File: config.mk
export PLATFORM = sky130hd
export DESIGN_NAME = sbk_addr_decode
export DESIGN_NICKNAME = d
export VERILOG_FILES = /design/src/sbk_pkg.sv /design/src/sbk_addr_decode.sv
export SDC_FILE = /design/constraint.sdc
export NUM_CORES = 1
export LEC_CHECK = 0
export BUFFER_PORTS_ARGS = -buffer_cell sky130_fd_sc_hd__clkbuf_2
export CORE_AREA = 2 2 39 41
export DETAILED_ROUTE_END_ITERATION = 10
export DIE_AREA = 0 0 41 43
export PLACE_DENSITY_LB_ADDON = 0.3
export SYNTH_ARGS = -nofsm -noshare
export SYNTH_HDL_FRONTEND = slang
export SYNTH_SLANG_ARGS = --single-unit
File: constraint.sdc
create_clock -name vclk -period 0.8
set_input_delay 0.04 -clock vclk [all_inputs]
set_output_delay 0.04 -clock vclk [all_outputs]
set_load 0.005 [all_outputs]
File: src/sbk_pkg.sv
// shared types and memory map for the main CPU board glue logic
// bus, chip select and cabinet input structs

`default_nettype none

package sbk_pkg;

    // memory map, 6809 address space
    localparam logic [15:0] ROM_BASE  = 16'h4000;   // 4000-FFFF program ROM
    localparam logic [15:0] RAM_BASE  = 16'h2000;   // 2000-2FFF work RAM
    localparam logic [15:0] VRAM_BASE = 16'h3000;   // 3000-37FF video RAM
    localparam logic [15:0] OBJ_BASE  = 16'h3800;   // 3800-3BFF sprite RAM
    localparam logic [15:0] IO_BASE   = 16'h3C00;   // 3C00-3FFF I/O block

    // processor bus as seen by the board
    typedef struct packed {
        logic [15:0] addr;
        logic        rnw;
        logic        vma;
        logic [7:0]  dout;   // CPU write data
    } cpu_bus_t;

    // one bit per decoded device
    typedef struct packed {
        logic rom;
        logic ram;
        logic vram;
        logic objram;
        logic int_w;      // 3C10
        logic color;      // 3C20 palette
        logic intshow;    // 3C30 scroll chip readback
        logic iow;        // 3C80 LS259 latch
        logic snd_data;   // 3D00
        logic snd_on;     // 3D80
        logic ior;        // 3E00 cabinet
        logic in5;        // 3E80 dip b
        logic in6;        // 3F00 dip a
        logic vscr;       // 3F80
    } sel_t;

    // raw cabinet inputs, active low as wired on the harness
    typedef struct packed {
        logic [1:0] start;
        logic [1:0] coin;
        logic       service;
        logic [6:0] joy1;
        logic [6:0] joy2;
    } cab_t;

endpackage

`default_nettype wire
File: src/sbk_addr_decode.sv
// memory map decoder for the main CPU
// turns the bus address into one-hot chip selects, qualified by vma

`default_nettype none

module sbk_addr_decode (
    input  sbk_pkg::cpu_bus_t bus,
    output sbk_pkg::sel_t     sel
);

    import sbk_pkg::*;

    logic rom_hit;
    logic page_hit;    // 2000-3FFF

    assign rom_hit  = bus.addr[15:13] >= ROM_BASE[15:13];
    assign page_hit = bus.addr[15:13] == RAM_BASE[15:13];

    always_comb begin
        sel = '0;
        if (bus.vma) begin
            // ROM only answers reads
            if (rom_hit) begin
                sel.rom = bus.rnw;
            end else if (page_hit) begin
                if (bus.addr[12:11] < VRAM_BASE[12:11]) begin
                    sel.ram = 1'b1;                  // 2000-2FFF
                end else if (bus.addr[12:11] == VRAM_BASE[12:11]) begin
                    sel.vram = 1'b1;                 // 3000-37FF
                end else if (bus.addr[12:10] == OBJ_BASE[12:10]) begin
                    sel.objram = 1'b1;               // 3800-3BFF
                end else if (bus.addr[12:10] == IO_BASE[12:10]) begin
                    // 3C00 block, 128 byte slots
                    case (bus.addr[9:7])
                        3'd0: begin
                            // first slot split again in 16 byte steps
                            // 3C00 is the watchdog, not decoded here
                            case (bus.addr[6:4])
                                3'd1: sel.int_w   = 1'b1;
                                3'd2: sel.color   = 1'b1;
                                3'd3: sel.intshow = 1'b1;
                                default: ;
                            endcase
                        end
                        3'd1: sel.iow      = 1'b1;   // 3C80
                        3'd2: sel.snd_data = 1'b1;   // 3D00
                        3'd3: sel.snd_on   = 1'b1;   // 3D80
                        3'd4: sel.ior      = 1'b1;   // 3E00
                        3'd5: sel.in5      = 1'b1;   // 3E80
                        3'd6: sel.in6      = 1'b1;   // 3F00
                        3'd7: sel.vscr     = 1'b1;   // 3F80
                        default: ;
                    endcase
                end
            end
        end
    end

endmodule

`default_nettype wire

==> impl_results.md <==
- Fin. Hold Viols: 0
- Worst EP arrival: 1.00 ns
- P_leak: ~0.00035 µW
- Syn Std Cell Area: 185 µm²
- Minimum clock period: 1.04 ns
- Fin area: between 600 and 700 µm²
- I/O pins: 40
- DR pass1 iterations: 1
- Share of the yosys chip area belonging to registers: 0%
- Fmax achieved: approximately 0.96 GHz
- Synth cell types: 15
- Routed len/inst: 11.2 µm
- Routability congestion estimate: 0.623
- Place WS: -0.255 ns
- Dominant cell type by area after synthesis: nor4_1
- First-pass GRT wire length: 1500 µm
- CP max FO: 3
- Die area: 1760 µm²
- Vias after detailed routing: approximately 400
- Synth cell count leaders: nor4_1 (7), nor3_1 (4)
- HPWL Detailed: 694 µm
- Max-cap violations: 0
- Vias in the first global route: 368
- Mapped Cells: 29
- Critical Path Start Type: primary input
- GRT Total Usage: between 10% and 20%
- Finish-stage setup viols: 10
- Nets: 97
- Failing checks: negative setup slack
- DR DRC count: 0
- Synth area leaders: nor4_1 (24%), nor3_1 (11%), or3b_2 (9.5%)
- Starting Density: between 10% and 20%
- Gr ovfl total: 0
- Seq Cell Count: 0
- Dpl cell area: between 400 and 500 µm²
- Critical path class: primary input to output pin
- Tot Pwr: 233 µW
- Fill cells: 143
- Slowest-stage cell, CP: or4b_4
- Power Dens Cells: 346 nW/µm²
- Layout Cells excl Fill: 85
- Core area: 1380 µm²
- Sequential cell area: 0 µm²
- Avg Cell Area, Syn: 6.39 µm²
- Placed cell count: 81
- Initial DRC count: 0
- DRT antenna net count: 0
- Slew of the pin with the lowest slew margin: 0.185 ns
- Clock buffer cells: 0
- Critical path, cell by cell: buf_6 > or4b_4 > nor4_4 > buf_2
- RSZ-0062 raised after global routing: true
- Share of the synthesized area in the top cell type: 23.6%
- Final Max Tran Viols: 0
- Min-delay worst type: primary input to output pin
- Syn. warnings: 0
- Worst vdd rail ir drop: 0.000191 V
- N_diodes: 0
- Status: complete, but fails checks
- Area Overhead vs Synth: 264%
- Chip Width: between 40 and 50 µm
- Worst setup EP type: output pin
- Initial antenna violation count: 0
- Layout cells sized above 1: 87.0%
- Final WS setup: -0.242 ns
- Die height: 43 µm
- Data required time of the critical path: approximately 0.76 ns
- Port-buffer cells: 28
- Syn nets: between 50 and 60
- Drt total wl: 950 µm
- Largest net degree at the start of global routing: 8
- Crit path largest cell delay: 0.59 ns
- Vias/cell: 4.68
- Count leader, synth: nor4_1
- Slew HR: about 88%
- Tcrit/Tclk final: 130%
- # rows: 14
- Hold Slack: 0.298 ns
-- area by class of cell --
class / instances / area [µm²] / share of cell area, %
Tap cell: 16 / 20.0 / 2.97
Multi-Input combinational cell: 27 / 324 / 48.1
Timing Repair Buffer: 42 / 329 / 48.9
-- cells by family (layout without fill, tap and decap cells) --
group,after synthesis,after routing,synth area share [%]
buffers and inverters,2,42,4.06
AND/OR/NAND/NOR,27,27,96.0
-- cell usage in the layout (no fill, tap or decap), types with 3 or more instances in the layout --
cell      count
nor3_4        4
buf_4         6
buf_6        15
buf_2        11
nor4_2        3
nor4_4        4
clkbuf_2      9
-- layer usage --
| metal | wire [µm] | GRT usage, % | vias up |
|---|---|---|---|
| met1 | 344 | 13.9 | 177 |
| met5 | 0 | 0 | - |
| met4 | 0 | 1.33 | 0 |
| met3 | 99 | 1.57 | 0 |
| met2 | 506 | 20.0 | 22 |
| li1 | - | - | 199 |
-- final timing paths --
kind	start	to	slack, ns	cells past startpoint
max	bus[19]	sel[7]	-0.24	4
min	bus[21]	sel[11]	0.30	3
-- critical path: cells and delay by family --
family / cells / cell delay, ns
buffers and inverters: 2 / 0.23
and+or+nand+nor: 2 / 0.73
-- power breakdown --
group          internal [µW]  switching, µW  total (µW)
clock                      0              0           0
combinational            134           98.7         233
sequential                 0              0           0
-- through the flow --
stage	utilization [%]	setup TNS [ns]
after floorplan	-	-0.139
after global placement	34.4	-1.74
after detailed placement	34.4	-1.75
after global routing	48.6	-1.76
after CTS	41.3	-1.47
final	48.6	-1.17
-- repair_timing --
item	4_1_cts	5_1_grt
resized for setup	16	27
hold endpoints to repair	0	0
endpoints found under the setup margin	13	12
setup buffers	2	3
hold buffers	0	0
pin swaps	7	6
(Power assumes the default switching activity.)
