`src/sbk_pkg.sv`:
```
// shared types and memory map for the main CPU board glue logic
// bus, chip select and cabinet input structs

`default_nettype none

package sbk_pkg;

    // memory map, 6809 address space
    localparam logic [15:0] ROM_BASE  = 16'h4000;   // 4000-FFFF program ROM
    localparam logic [15:0] RAM_BASE  = 16'h2000;   // 2000-2FFF work RAM
    localparam logic [15:0] VRAM_BASE = 16'h3000;   // 3000-37FF video RAM
    localparam logic [15:0] OBJ_BASE  = 16'h3800;   // 3800-3BFF sprite RAM
    localparam logic [15:0] IO_BASE   = 16'h3C00;   // 3C00-3FFF I/O block

    // processor bus as seen by the board
    typedef struct packed {
        logic [15:0] addr;
        logic        rnw;
        logic        vma;
        logic [7:0]  dout;   // CPU write data
    } cpu_bus_t;

    // one bit per decoded device
    typedef struct packed {
        logic rom;
        logic ram;
        logic vram;
        logic objram;
        logic int_w;      // 3C10
        logic color;      // 3C20 palette
        logic intshow;    // 3C30 scroll chip readback
        logic iow;        // 3C80 LS259 latch
        logic snd_data;   // 3D00
        logic snd_on;     // 3D80
        logic ior;        // 3E00 cabinet
        logic in5;        // 3E80 dip b
        logic in6;        // 3F00 dip a
        logic vscr;       // 3F80
    } sel_t;

    // raw cabinet inputs, active low as wired on the harness
    typedef struct packed {
        logic [1:0] start;
        logic [1:0] coin;
        logic       service;
        logic [6:0] joy1;
        logic [6:0] joy2;
    } cab_t;

endpackage

`default_nettype wire
```
`src/sbk_io_read.sv`:
```
// CPU read path
// cabinet word formatting and the registered read data multiplexer

`default_nettype none

module sbk_io_read (
    input  wire               clk,
    input  sbk_pkg::cpu_bus_t bus,
    input  sbk_pkg::sel_t     sel,
    input  sbk_pkg::cab_t     cab,
    input  wire [7:0]         rom_data,
    input  wire [7:0]         ram_dout,
    input  wire [7:0]         vram_dout,
    input  wire [7:0]         vscr_dout,
    input  wire [7:0]         obj_dout,
    input  wire [7:0]         dipsw_a,
    input  wire [7:0]         dipsw_b,
    output logic [7:0]        cpu_din
);

    logic [7:0] cabinet;

    // harness order differs from the stick order on the port
    function automatic logic [7:0] joy_word(input logic [6:0] joy);
        joy_word = {1'b1, joy[6:4], joy[2], joy[3], joy[0], joy[1]};
    endfunction

    // formatted here and registered once in cpu_din,
    // so the cabinet read has the same one clk latency as the others
    always_comb begin
        case (bus.addr[1:0])
            2'd0:    cabinet = {3'b111, cab.start, cab.service, cab.coin};
            2'd1:    cabinet = joy_word(cab.joy1);
            2'd2:    cabinet = joy_word(cab.joy2);
            default: cabinet = 8'hFF;
        endcase
    end

    // first active select wins
    always_ff @(posedge clk) begin
        if (sel.rom) begin
            cpu_din <= rom_data;
        end else if (sel.ram) begin
            cpu_din <= ram_dout;
        end else if (sel.vram) begin
            cpu_din <= vram_dout;
        end else if (sel.intshow) begin
            cpu_din <= vscr_dout;     // scroll chip readback
        end else if (sel.objram) begin
            cpu_din <= obj_dout;
        end else if (sel.ior) begin
            cpu_din <= cabinet;
        end else if (sel.in6) begin
            cpu_din <= dipsw_a;
        end else if (sel.in5) begin
            cpu_din <= dipsw_b;
        end else begin
            cpu_din <= 8'hFF;         // open bus
        end
    end

endmodule

`default_nettype wire

```
`config.mk`:
```
export PLATFORM = sky130hd
export DESIGN_NAME = sbk_io_read
export DESIGN_NICKNAME = d
export VERILOG_FILES = /design/src/sbk_pkg.sv /design/src/sbk_io_read.sv
export SDC_FILE = /design/constraint.sdc
export NUM_CORES = 1
export LEC_CHECK = 0
export BUFFER_PORTS_ARGS = -buffer_cell sky130_fd_sc_hd__buf_2
export CORE_MARGIN = 2
export CORE_UTILIZATION = 30
export DETAILED_ROUTE_END_ITERATION = 7
export PLACE_DENSITY = 0.8
export SLEW_MARGIN = 5
export SYNTH_ARGS = -nofsm -noshare
export SYNTH_HDL_FRONTEND = slang
export SYNTH_SLANG_ARGS = --single-unit
```
`constraint.sdc`:
```
create_clock -name clk -period 1.6 [get_ports clk]
set_clock_uncertainty 0.1 [all_clocks]
set_input_delay 0.32 -clock clk [delete_from_list [all_inputs] [get_ports clk]]
set_output_delay 0.32 -clock clk [all_outputs]
set_load 0.02 [all_outputs]
```
==> results by group <==
Layout
  • Fraction of layout cells with a size suffix above 1: 48.6%
  • Commonest non-fill, non-tap cells in the layout: buf_2, o21ai_0, nand2_1, a21oi_1
  • Max FFs per register: 8
  • Layout Nets: 338
  • Regs by FF count: cpu_din x8
  • Fill cells: 285
  • Synth-to-layout area growth: 62.5%
  • Layout Cells excl Fill: 251
  • Core Util, Final: 51.7%
  • ANT cells: 0
  • Commonest non-fill, non-tap cell in the layout: buf_2
  • Biggest register: cpu_din

Critical path
  • Slowest Stage Delay on Critical Path: 0.54 ns
  • Critical Path Start Type: input port
  • Worst-path cell chain: buf_2 > nor2b_1 > o2bb2ai_1 > or4_1 > a31oi_1
  • Crit Path Class: input port to flop
  • Critical path arrival: 1.44 ns
  • Crit-path slowest cell: or4_1
  • Critical Path Sink Type: flop
  • WP data required: 1.68 ns
  • Crit-path max FO: 8
  • Setup crit end: cpu_din[4]$_DFF_P_
  • CP Launch Point: sel[3]

Routing
  • First-pass DRT Iterations: 4
  • Post-DR wirelength/cell: 12.8 um
  • Routed Antenna Nets: 0
  • # DRC: 0
  • DR vias: 1,287
  • Post-DR vias/cell: 5.13
  • WL final: 3220 um
  • DR iter-0 viols: 32

Global route
  • First-pass GRT wire length: 5390 um
  • Total Routing Usage GR: 20.2%
  • Largest net degree at the start of global routing: 16
  • Overflow after GRT: 0
  • Initial antenna violation count: 0
  • Vias in the first global route: 1,329

STA
  • Post-route setup slack: 0.240 ns
  • Min Tclk post-route: 1.36 ns
  • RSZ-0062 raised after global routing: false
  • Period utilization: 85.0%
  • FMAX: 735 MHz
  • Final Hold Vio Count: 0
  • Worst slew pin tran: 0.368 ns
  • # setup viols final: 0
  • Slew Viols, Final: 0
  • Slew HR: 75.1%
  • Hold slack: 0.179 ns

Placement
  • Placed instance count: 248
  • Setup WS pre-CTS: -0.0468 ns
  • Port bufs: 93
  • HPWL Detailed: 2780 um
  • Placer Congestion: 0.810

Outcome
  • Outcome: completed

Synthesis
  • Most used DFF post-synth: dfxtp_1
  • Yosys warning total: 0
  • Synth cell types: 33
  • EDFF count, synth: 0
  • Syn Area/Cell: 7.07 um2
  • Syn nets: 240
  • Sequential area share after synthesis: 18.3%
  • Seq cells post-synth: 8
  • Async SR Flop Fraction: 0%
  • Cells after Synth: 124
  • Cell Area, Synth: 877 um2

CTS
  • Num CTS Buffers: 3
  • Post-cts resize count: 0
  • Cts hold-fix bufs: 0
  • # clock sinks: 8
  • Clock Pin Slew Worst Setup and Hold Paths: 0.05 ns
  • H-tree depth: 1
  • Clock buffer depth: 2
  • CTS tree: built
  • Number of setup buffers added after CTS: 0
  • Root buf cell: clkbuf_4

Job
  • Max-cap violations: 0

Floorplanning
  • I/O pins: 124
  • Starting density of the core: 31.8%
  • Core Region: 2760 um2
  • Die W: 58.1 um
  • Count of standard-cell rows: 19
  • Die ar.: 3370 um2
  • Die height: 58.1 um

Pwr
  • VDD IR max: 598 uV
  • Tot Pwr: 0.000712 W
  • Static Leakage: 0.720 nW
  • Pwr dens: 500 nW/um2

Worst hold path
  • Worst min-delay path category: input port to flop
worst max-delay path, delay by kind of cell:
family	cells	cell delay (ns)
simple gates	2	0.69
compound gates	2	0.29
buf+inv	1	0.14
cell usage after synthesis, types with 2 or more instances:
| master | n | area share [%] |
|---|---|---|
| o21ai_0 | 14 | 8.0 |
| nand2_1 | 13 | 5.6 |
| a21oi_1 | 9 | 5.1 |
| dfxtp_1 | 8 | 18 |
| inv_1 | 8 | 3.4 |
| o221ai_1 | 8 | 8.0 |
| clkbuf_1 | 6 | 2.6 |
| nor2b_1 | 5 | 3.6 |
| o22ai_1 | 5 | 3.6 |
| a31oi_1 | 4 | 2.9 |
| nand2b_1 | 4 | 2.9 |
| nor2_1 | 4 | 1.7 |
| nor3_1 | 4 | 2.3 |
| mux2i_1 | 3 | 3.4 |
| o211ai_1 | 3 | 2.6 |
| a221o_1 | 2 | 2.3 |
| a22oi_1 | 2 | 1.7 |
| a41o_1 | 2 | 2.3 |
| mux2_2 | 2 | 2.6 |
| nand3b_1 | 2 | 1.7 |
| o22a_1 | 2 | 2.0 |
| o2bb2ai_1 | 2 | 2.0 |
| or4_1 | 2 | 1.7 |
layout make-up:
class	instances	area, um2	area share, %
clock buffer	3	22.5	1.58
multi-input combinational	100	648	45.5
timing repair buffer	101	526	36.9
sequential	8	160	11.2
tap	31	38.8	2.72
inverter	8	30.0	2.11
metrics by stage:
step | TNS [ns] | cell area (um2)
global placement | -0.0475 | 1400
floorplan | 0 | 877
detailed placement | -0.0690 | 1400
CTS | 0 | 1430
global route | 0 | 1430
finish | 0 | 1430
report_power, final:
group | internal, W | total, W | switching [W]
logic | 0.000168 | 0.000326 | 0.000159
registers | 0.000220 | 0.000225 | 0.00000514
clock network | 0.0000862 | 0.000161 | 0.0000744
total | 0.000474 | 0.000712 | 0.000238
how the worst min path moves through the flow:
stage / slack, ns / from / depth (start not counted) / end
2_1_floorplan: 0.35 / rom_data[5] / 1 / cpu_din[5]$_DFF_P_
3_3_place_gp: 0.44 / rom_data[5] / 2 / cpu_din[5]$_DFF_P_
3_5_place_dp: 0.45 / rom_data[5] / 2 / cpu_din[5]$_DFF_P_
4_1_cts: 0.18 / rom_data[5] / 2 / cpu_din[5]$_DFF_P_
5_1_grt: 0.19 / rom_data[5] / 2 / cpu_din[5]$_DFF_P_
6_report: 0.18 / rom_data[5] / 2 / cpu_din[5]$_DFF_P_
routing by layer:
| layer | vias up | track usage (%) | part of all wire (%) |
|---|---|---|---|
| met2 | 55 | 36.2 | 51 |
| met5 | - | 0 | 0 |
| met1 | 550 | 23.7 | 40 |
| met3 | 2 | 5.58 | 7.8 |
| li1 | 680 | - | - |
| met4 | 0 | 4.65 | 0.65 |
kinds of logic (layout without fill, tap and decap cells):
kind of cell / count (synthesis) / count (layout) / synth area share, %
multiplexers: 5 / 5 / 5.99
flip-flops: 8 / 8 / 18.3
buffers and inverters: 16 / 112 / 7.85
AND/OR/NAND/NOR: 39 / 39 / 24.5
AO/OA/AOI/OAI: 56 / 56 / 43.4
(Power assumes the default switching activity.)
