`config.mk`:
```
export PLATFORM = sky130hd
export DESIGN_NAME = sbk_ctrl_latch
export DESIGN_NICKNAME = d
export VERILOG_FILES = /design/src/sbk_pkg.sv /design/src/sbk_ctrl_latch.sv
export SDC_FILE = /design/constraint.sdc
export NUM_CORES = 1
export LEC_CHECK = 0
export ABC_AREA = 1
export BUFFER_PORTS_ARGS = -buffer_cell sky130_fd_sc_hd__buf_2
export CAP_MARGIN = 20
export CORE_AREA = 2 2 41 43
export DETAILED_ROUTE_END_ITERATION = 10
export DIE_AREA = 0 0 43 45
export PLACE_DENSITY = 0.7
export SLEW_MARGIN = 15
export SYNTH_ARGS = -nofsm -noshare
export SYNTH_HDL_FRONTEND = slang
export SYNTH_SLANG_ARGS = --single-unit
```
`constraint.sdc`:
```
create_clock -name clk -period 0.8 [get_ports clk]
set_input_delay 0.08 -clock clk [delete_from_list [all_inputs] [get_ports clk]]
set_output_delay 0.08 -clock clk [all_outputs]
set_load 0.1 [all_outputs]
```
`src/sbk_pkg.sv`:
```
// shared types and memory map for the main CPU board glue logic
// bus, chip select and cabinet input structs

`default_nettype none

package sbk_pkg;

    // memory map, 6809 address space
    localparam logic [15:0] ROM_BASE  = 16'h4000;   // 4000-FFFF program ROM
    localparam logic [15:0] RAM_BASE  = 16'h2000;   // 2000-2FFF work RAM
    localparam logic [15:0] VRAM_BASE = 16'h3000;   // 3000-37FF video RAM
    localparam logic [15:0] OBJ_BASE  = 16'h3800;   // 3800-3BFF sprite RAM
    localparam logic [15:0] IO_BASE   = 16'h3C00;   // 3C00-3FFF I/O block

    // processor bus as seen by the board
    typedef struct packed {
        logic [15:0] addr;
        logic        rnw;
        logic        vma;
        logic [7:0]  dout;   // CPU write data
    } cpu_bus_t;

    // one bit per decoded device
    typedef struct packed {
        logic rom;
        logic ram;
        logic vram;
        logic objram;
        logic int_w;      // 3C10
        logic color;      // 3C20 palette
        logic intshow;    // 3C30 scroll chip readback
        logic iow;        // 3C80 LS259 latch
        logic snd_data;   // 3D00
        logic snd_on;     // 3D80
        logic ior;        // 3E00 cabinet
        logic in5;        // 3E80 dip b
        logic in6;        // 3F00 dip a
        logic vscr;       // 3F80
    } sel_t;

    // raw cabinet inputs, active low as wired on the harness
    typedef struct packed {
        logic [1:0] start;
        logic [1:0] coin;
        logic       service;
        logic [6:0] joy1;
        logic [6:0] joy2;
    } cab_t;

endpackage

`default_nettype wire
```
`src/sbk_ctrl_latch.sv`:
```
// LS259 style control latch, palette register
// and the vertical blank interrupt flip-flop it controls

`default_nettype none

module sbk_ctrl_latch (
    input  wire               clk,
    input  wire               rst,
    input  wire               cpu_cen,
    input  sbk_pkg::cpu_bus_t bus,
    input  sbk_pkg::sel_t     sel,
    input  wire               lvbl,
    input  wire               dip_pause,
    output logic              flip,
    output logic              obj_frame,
    output logic [3:0]        pal_sel,
    output logic              irq_n
);

    logic irq_clrn;     // latch bit 1, low holds off the IRQ
    logic irq_trig;
    logic irq_trig_l;

    assign irq_trig = ~lvbl & dip_pause;   // pause switch masks vblank

    // addressable latch, data bit 0 into the bit picked by addr[2:0]
    always_ff @(posedge clk) begin
        if (rst) begin
            flip      <= 1'b0;
            obj_frame <= 1'b0;
            irq_clrn  <= 1'b0;
            pal_sel   <= 4'd0;
        end else if (cpu_cen) begin
            if (sel.iow && !bus.rnw) begin
                case (bus.addr[2:0])
                    3'd0: flip      <= bus.dout[0];
                    3'd1: irq_clrn  <= bus.dout[0];
                    3'd5: obj_frame <= bus.dout[0];
                    default: ;   // other outputs not used on this board
                endcase
            end
            if (sel.color && !bus.rnw) begin
                pal_sel <= bus.dout[3:0];
            end
        end
    end

    // edge triggered IRQ, cleared and held off while irq_clrn is low
    always_ff @(posedge clk) begin
        if (rst) begin
            irq_trig_l <= 1'b0;
            irq_n      <= 1'b1;
        end else begin
            irq_trig_l <= irq_trig;
            if (!irq_clrn) begin
                irq_n <= 1'b1;
            end else if (irq_trig && !irq_trig_l) begin
                irq_n <= 1'b0;   // stays low until software clears it
            end
        end
    end

endmodule

`default_nettype wire

```
==> results of run 1 <==
-- per-layer routing --
layer,share of wire,global-route usage,wire [microns]
met4,0.0075,0.0727,7
met5,0,0,0
met2,0.51,0.203,477
met3,0.054,0.0160,50
met1,0.43,0.124,397
-- cells in the final DEF (no fill, tap or decap) --
master         synthesis  final
inv_1                 10     10
o21ai_0                5      5
clkbuf_1               0      1
dlygate4sd3_1          0      1
nor2_1                11     11
clkbuf_4               0      3
buf_2                  0     14
dfxtp_1                9      2
buf_12                 0      7
dfxtp_4                0      7
nand2_1                8      8
nand3_1                5      5
a21oi_1                4      4
-- worst paths after layout --
check	from	to	slack [ns]	cells past startpoint
setup / recovery	obj_frame	obj_frame	-0.07	1
hold / removal	dip_pause	irq_trig_l	0.07	3
setup reg to reg	irq_trig_l	irq_n	0.16	2
hold reg to reg	irq_clrn	irq_n	0.40	1
-- logic make-up (layout without fill, tap and decap cells) --
group | after synthesis | count (layout) | synth area share
flops | 9 | 9 | 0.502
compound gates | 9 | 9 | 0.125
simple gates | 24 | 24 | 0.268
buf+inv | 10 | 36 | 0.105
-- metrics by stage --
| stage | util | cells |
|---|---|---|
| after CTS | 0.443 | 94 |
| after global routing | 0.443 | 94 |
| after detailed placement | 0.418 | 89 |
| after global placement | 0.418 | 89 |
| final | 0.443 | 94 |
| after floorplan | - | 52 |
-- sequential cells by signal, indices dropped and copies added, names as in the netlist --
register,cells
pal_sel,4
flip,1
irq_clrn,1
irq_n,1
irq_trig_l,1
obj_frame,1
-- area by class of cell --
class / instances / share of cell area
sequential: 9 / 0.317
tap: 16 / 0.0307
inverter: 10 / 0.0576
clock buffer: 4 / 0.0403
multi-input combinational: 33 / 0.217
timing repair buffer: 22 / 0.338
-- where the power goes --
part / switching, uW / internal (uW) / total (uW)
Sequential: 12.9 / 448 / 461
Combinational: 138 / 88.7 / 227
Clock: 165 / 192 / 357
-- what timing repair did --
action | 4_1_cts | 5_1_grt
hold buffers | 1 | 0
endpoints found under the hold margin | 1 | 0
endpoints found under the setup margin | 7 | 7
==> results.json, run 1 <==
{
  "place.gp.congestion": 0.693,
  "die-area_sq_um": 1940,
  "powerDensity_nw_per_um2": 1600,
  "cts_tree": "yes",
  "cts_setup_buffers": 0,
  "required_ns": 0.72,
  "antenna_found_initial": 0,
  "fill_cells": 163,
  "worst_pin_slew_ns": 0.256,
  "register_area_sq_um": 206,
  "whs_ns": 0.0680,
  "worstSkewPairLatency_ns": 0.26,
  "synthDistinctLibCells": 7,
  "finalHoldViolations": 0,
  "place_area_sq_um": 616,
  "maxCapViolCount": 0,
  "async_flop_share": 0,
  "nNetsFinal": 124,
  "overflow": 0,
  "via_per_inst": 4.35,
  "synth_edf_count": 0,
  "fin_area_sq_um": 652,
  "hold_class": "input port to flip-flop",
  "start_util": 0.244,
  "yosysTopAreaCell": "dfxtp_1",
  "grt_max_degree": 9,
  "cp_slowest_stage_delay_ns": 0.36,
  "critical_path.max_fanout": 2,
  "rsz0062_at_grt": "yes",
  "min_period_over_period": 1.09,
  "via_count": 409,
  "ys_seq_area_frac": 0.502,
  "tns_ns": -0.441,
  "ys.flop_type": "dfxtp_1",
  "leakagePower_uw": 0.000296,
  "skew_ns": 0.00475,
  "yosysMostFrequentCell": "nor2_1",
  "final-max-slew-violation-count": 0,
  "crit_family": "flip-flops",
  "synth_top_area_share": 0.502,
  "layout-drive-gt1-share": 0.397,
  "drc": 0,
  "fin_ws_ns": -0.0738,
  "slew_headroom": 0.829,
  "htree_levels": 1,
  "synth_common_cells": "11 x nor2_1, 10 x inv_1, 9 x dfxtp_1",
  "avgSynthCellArea_sq_um": 6.91,
  "outcome": "finished with violations",
  "netlist_area_sq_um": 359,
  "path_clk_slew_ns": 0.07,
  "critical_path.cell_chain": "buf_12",
  "pre_cts_slack_ns": -0.0631,
  "violations": "setup timing",
  "cts_buffers": 3,
  "slowest_stage": "dfxtp_4",
  "synth-seq-cells": 9,
  "critPathBufInv": 1,
  "die_y_microns": 45,
  "dp_hpwl_microns": 699,
  "clockBufferDepth": 2,
  "drt_wl_total_microns": 932,
  "post_cts_resize_count": 0,
  "synthCells": 52,
  "cp-start-kind": "flip-flop",
  "crit_path_end_kind": "output pin",
  "critPathKind": "flip-flop to output pin",
  "root_buffer": "clkbuf_4",
  "ioPinCount": 52,
  "yosys-top-cells-area": "dfxtp_1 50%, nor2_1 11%, inv_1 10%, nand2_1 8.4%, nand3_1 7.0%",
  "max_freq_ghz": 1.14,
  "fin_crit_ns": 0.874,
  "ir_drop_uv": 732,
  "antenna_cells": 0,
  "track_usage": 0.112,
  "ant_nets": 0,
  "row_count": 14,
  "synth_nets": 97,
  "setup_viol": 7,
  "ys_warn_count": 0,
  "multi_input_area_sq_um": 141,
  "grt_pass1_wl_mm": 1.59,
  "firstDrtPassIters": 4,
  "power_uw": 1040,
  "arrival_ns": 0.79,
  "grt_pass1_vias": 408,
  "area_growth_pct": 81.5,
  "die_w_microns": 43,
  "wl_per_cell_microns": 9.91,
  "numClockSinks": 9,
  "drt_iter0_drc": 7,
  "fp.coreArea_sq_um": 1470,
  "io_buffers": 21
}
No activity file was read; power rests on OpenSTA's default activity.
==> inputs of run 2 (changes only) <==
--- a/config.mk
+++ b/config.mk
@@ -5,13 +5,13 @@
 export SDC_FILE = /design/constraint.sdc
 export NUM_CORES = 1
 export LEC_CHECK = 0
-export ABC_AREA = 1
 export BUFFER_PORTS_ARGS = -buffer_cell sky130_fd_sc_hd__buf_2
 export CAP_MARGIN = 20
-export CORE_AREA = 2 2 41 43
+export CORE_AREA = 2 2 42 44
 export DETAILED_ROUTE_END_ITERATION = 10
-export DIE_AREA = 0 0 43 45
-export PLACE_DENSITY = 0.7
+export DIE_AREA = 0 0 44 46
+export PLACE_DENSITY = 0.68
+export RECOVER_POWER = 25
 export SLEW_MARGIN = 15
 export SYNTH_ARGS = -nofsm -noshare
 export SYNTH_HDL_FRONTEND = slang
==> run 2 against run 1 <==
Compared with the run above:
- the flow still finishes with violations (setup timing)
- critical path type unchanged
- fmax increased by 2.0%
- synthesized cell count down 33%
- first-iteration DRC count decreased by 86%
- hold slack worse by 0.067 ns
- largest cell class unchanged
- cell count is 16% lower
==> results.json, run 2 <==
{
  "wl_met2_microns": 401,
  "r2r-start": "flip",
  "synthCells": 35,
  "yosysTopAreaCell": "dfxtp_1",
  "yosysMostFrequentCell": "dfxtp_1",
  "fp.coreArea_sq_um": 1610,
  "overflow": 0,
  "critPathKind": "flip-flop to output pin",
  "register_area_sq_um": 206,
  "dp.cells": 73,
  "skew_ns": 0.0000389,
  "layout-drive-gt1-share": 0.565,
  "root_buffer": "clkbuf_4",
  "critical_path.cell_chain": "buf_12",
  "grt_pass1_wl_mm": 1.35,
  "met3_length_microns": 76,
  "grt_max_degree": 8,
  "arrival_ns": 0.78,
  "synth-seq-cells": 9,
  "antenna_found_initial": 0,
  "crit_path_end_kind": "output pin",
  "layoutNonFillerInstCount": 79,
  "m1WireLength_microns": 302,
  "start_util": 0.227,
  "final-max-slew-violation-count": 0,
  "async_flop_share": 0,
  "ir_drop_uv": 647,
  "drt_iter0_drc": 1,
  "cts_buffers": 3,
  "max_freq_ghz": 1.17,
  "maxCapViolCount": 0,
  "avgSynthCellArea_sq_um": 10.5,
  "reg2reg_setup_slack_ns": 0.10,
  "die_y_microns": 46,
  "dr.max_layer_used": "met4",
  "fin_ws_ns": -0.0570,
  "synth_common_cells": "9 x dfxtp_1, 7 x mux2i_1, 6 x nor2_1",
  "worstSkewPairLatency_ns": 0.25,
  "place.gp.congestion": 0.697,
  "min-delay-start": "lvbl",
  "io_buffers": 21,
  "dp_hpwl_microns": 635,
  "drc": 0,
  "path_clk_slew_ns": 0.06,
  "area_growth_pct": 80.9,
  "leakagePower_uw": 0.000324,
  "cts_tree": "yes",
  "slowest_stage": "dfxtp_4",
  "fin_crit_ns": 0.857,
  "final_core_util": 0.411,
  "nNetsFinal": 108,
  "track_usage": 0.0958,
  "drt_wl_total_microns": 792,
  "largest_register_ff_count": 4,
  "multi_input_area_sq_um": 176,
  "rsz0062_at_grt": "yes",
  "wl_per_cell_microns": 10.0,
  "critical_path.max_fanout": 2,
  "holdPathEnd": "irq_trig_l",
  "ys.flop_type": "dfxtp_1",
  "required_ns": 0.72,
  "slew_headroom": 0.829,
  "via_per_inst": 4.32,
  "ys_seq_area_frac": 0.491,
  "holdBufCountCts": 1,
  "min_period_over_period": 1.07,
  "die_w_microns": 44,
  "setup_viol": 7,
  "power_uw": 954,
  "outcome": "finished with violations",
  "synth_nets": 80,
  "whs_ns": 0.00119,
  "netlist_area_sq_um": 367,
  "clockBufferDepth": 2,
  "r2r-end": "flip",
  "hold_depth": 2,
  "via_count": 341,
  "ant_nets": 0,
  "r2r_cells": 3,
  "synthDistinctLibCells": 13,
  "yosys-top-cells-area": "dfxtp_1 49%, mux2i_1 19%, nand2b_1 6.8%, nor2_1 6.1%, and4bb_1 3.4%",
  "finalHoldViolations": 0,
  "worst_pin_slew_ns": 0.257,
  "crit_family": "flip-flops",
  "firstDrtPassIters": 2,
  "final_cell_mix": "14 x buf_2, 7 x mux2i_1, 7 x dfxtp_4, 7 x buf_12, 6 x nor2_1",
  "fill_cells": 166,
  "numClockSinks": 9,
  "synth_top_area_share": 0.491,
  "cp_slowest_stage_delay_ns": 0.36,
  "cp-start-kind": "flip-flop",
  "htree_levels": 1,
  "powerDensity_nw_per_um2": 1440,
  "ys_warn_count": 0,
  "grt_pass1_vias": 341,
  "violations": "setup timing",
  "critPathBufInv": 1,
  "synth_edf_count": 0,
  "regMostFlops": "pal_sel",
  "final_common_cell": "buf_2",
  "row_count": 15,
  "antenna_cells": 0,
  "hold_class": "input port to flip-flop",
  "die-area_sq_um": 2020,
  "tns_ns": -0.373,
  "ioPinCount": 52
}
[run 2: kinds of logic (layout without fill, tap and decap cells)]
group	after synthesis	in the layout	synth area share
compound gates	1	1	0.0136
mux	7	7	0.191
buf+inv	1	28	0.0136
flops	9	9	0.491
simple gates	17	17	0.290
[run 2: layout make-up]
class / count / area share
timing repair buffer: 24 / 0.351
clock buffer: 4 / 0.0396
tap: 17 / 0.0321
multi-input combinational: 25 / 0.266
sequential: 9 / 0.311
[run 2: how the worst max path moves through the flow]
stage	depth (start not counted)	end	from	slack (ns)
final	1	pal_sel[3]	pal_sel[3]	-0.06
after CTS	1	pal_sel[3]	pal_sel[3]	-0.07
after global routing	1	pal_sel[3]	pal_sel[3]	-0.09
after floorplan	2	obj_frame	obj_frame	0.02
after global placement	4	irq_clrn	bus[11]	-0.03
after detailed placement	4	obj_frame	bus[11]	-0.04
[run 2: what timing repair did]
item / CTS / global route
resized for setup: 0 / 0
endpoints found under the setup margin: 7 / 8
cloned: 0 / 0
pin swaps: 0 / 1
buffers inserted: 0 / 2
hold endpoints to repair: 1 / 1
[run 2: worst reg2reg max path, stage by stage, from the launching register on]
cell	delay, ns
dfxtp_4	0.35
buf_4	0.13
nand2b_1	0.06
mux2i_1	0.06
[run 2: routing by layer]
metal  vias up  global-route usage
met5         -                   0
met4         0              0.0909
met3         2              0.0238
met2        16               0.153
met1       149               0.103
li1        174                   -
[run 2: metrics by stage]
stage	setup slack [ns]	instance area, sq um
3_5_place_dp	-0.0367	627
2_1_floorplan	0.0183	393
3_3_place_gp	-0.0279	627
6_report	-0.0570	663
5_1_grt	-0.0874	663
4_1_cts	-0.0695	663
[run 2: where the power goes]
part / internal [uW] / switching, uW / leakage [uW]
logic: 79.2 / 91.8 / 0.000232
registers: 440 / 8.42 / 0.0000776
clock network: 191 / 143 / 0.0000150
total: 711 / 243 / 0.000324
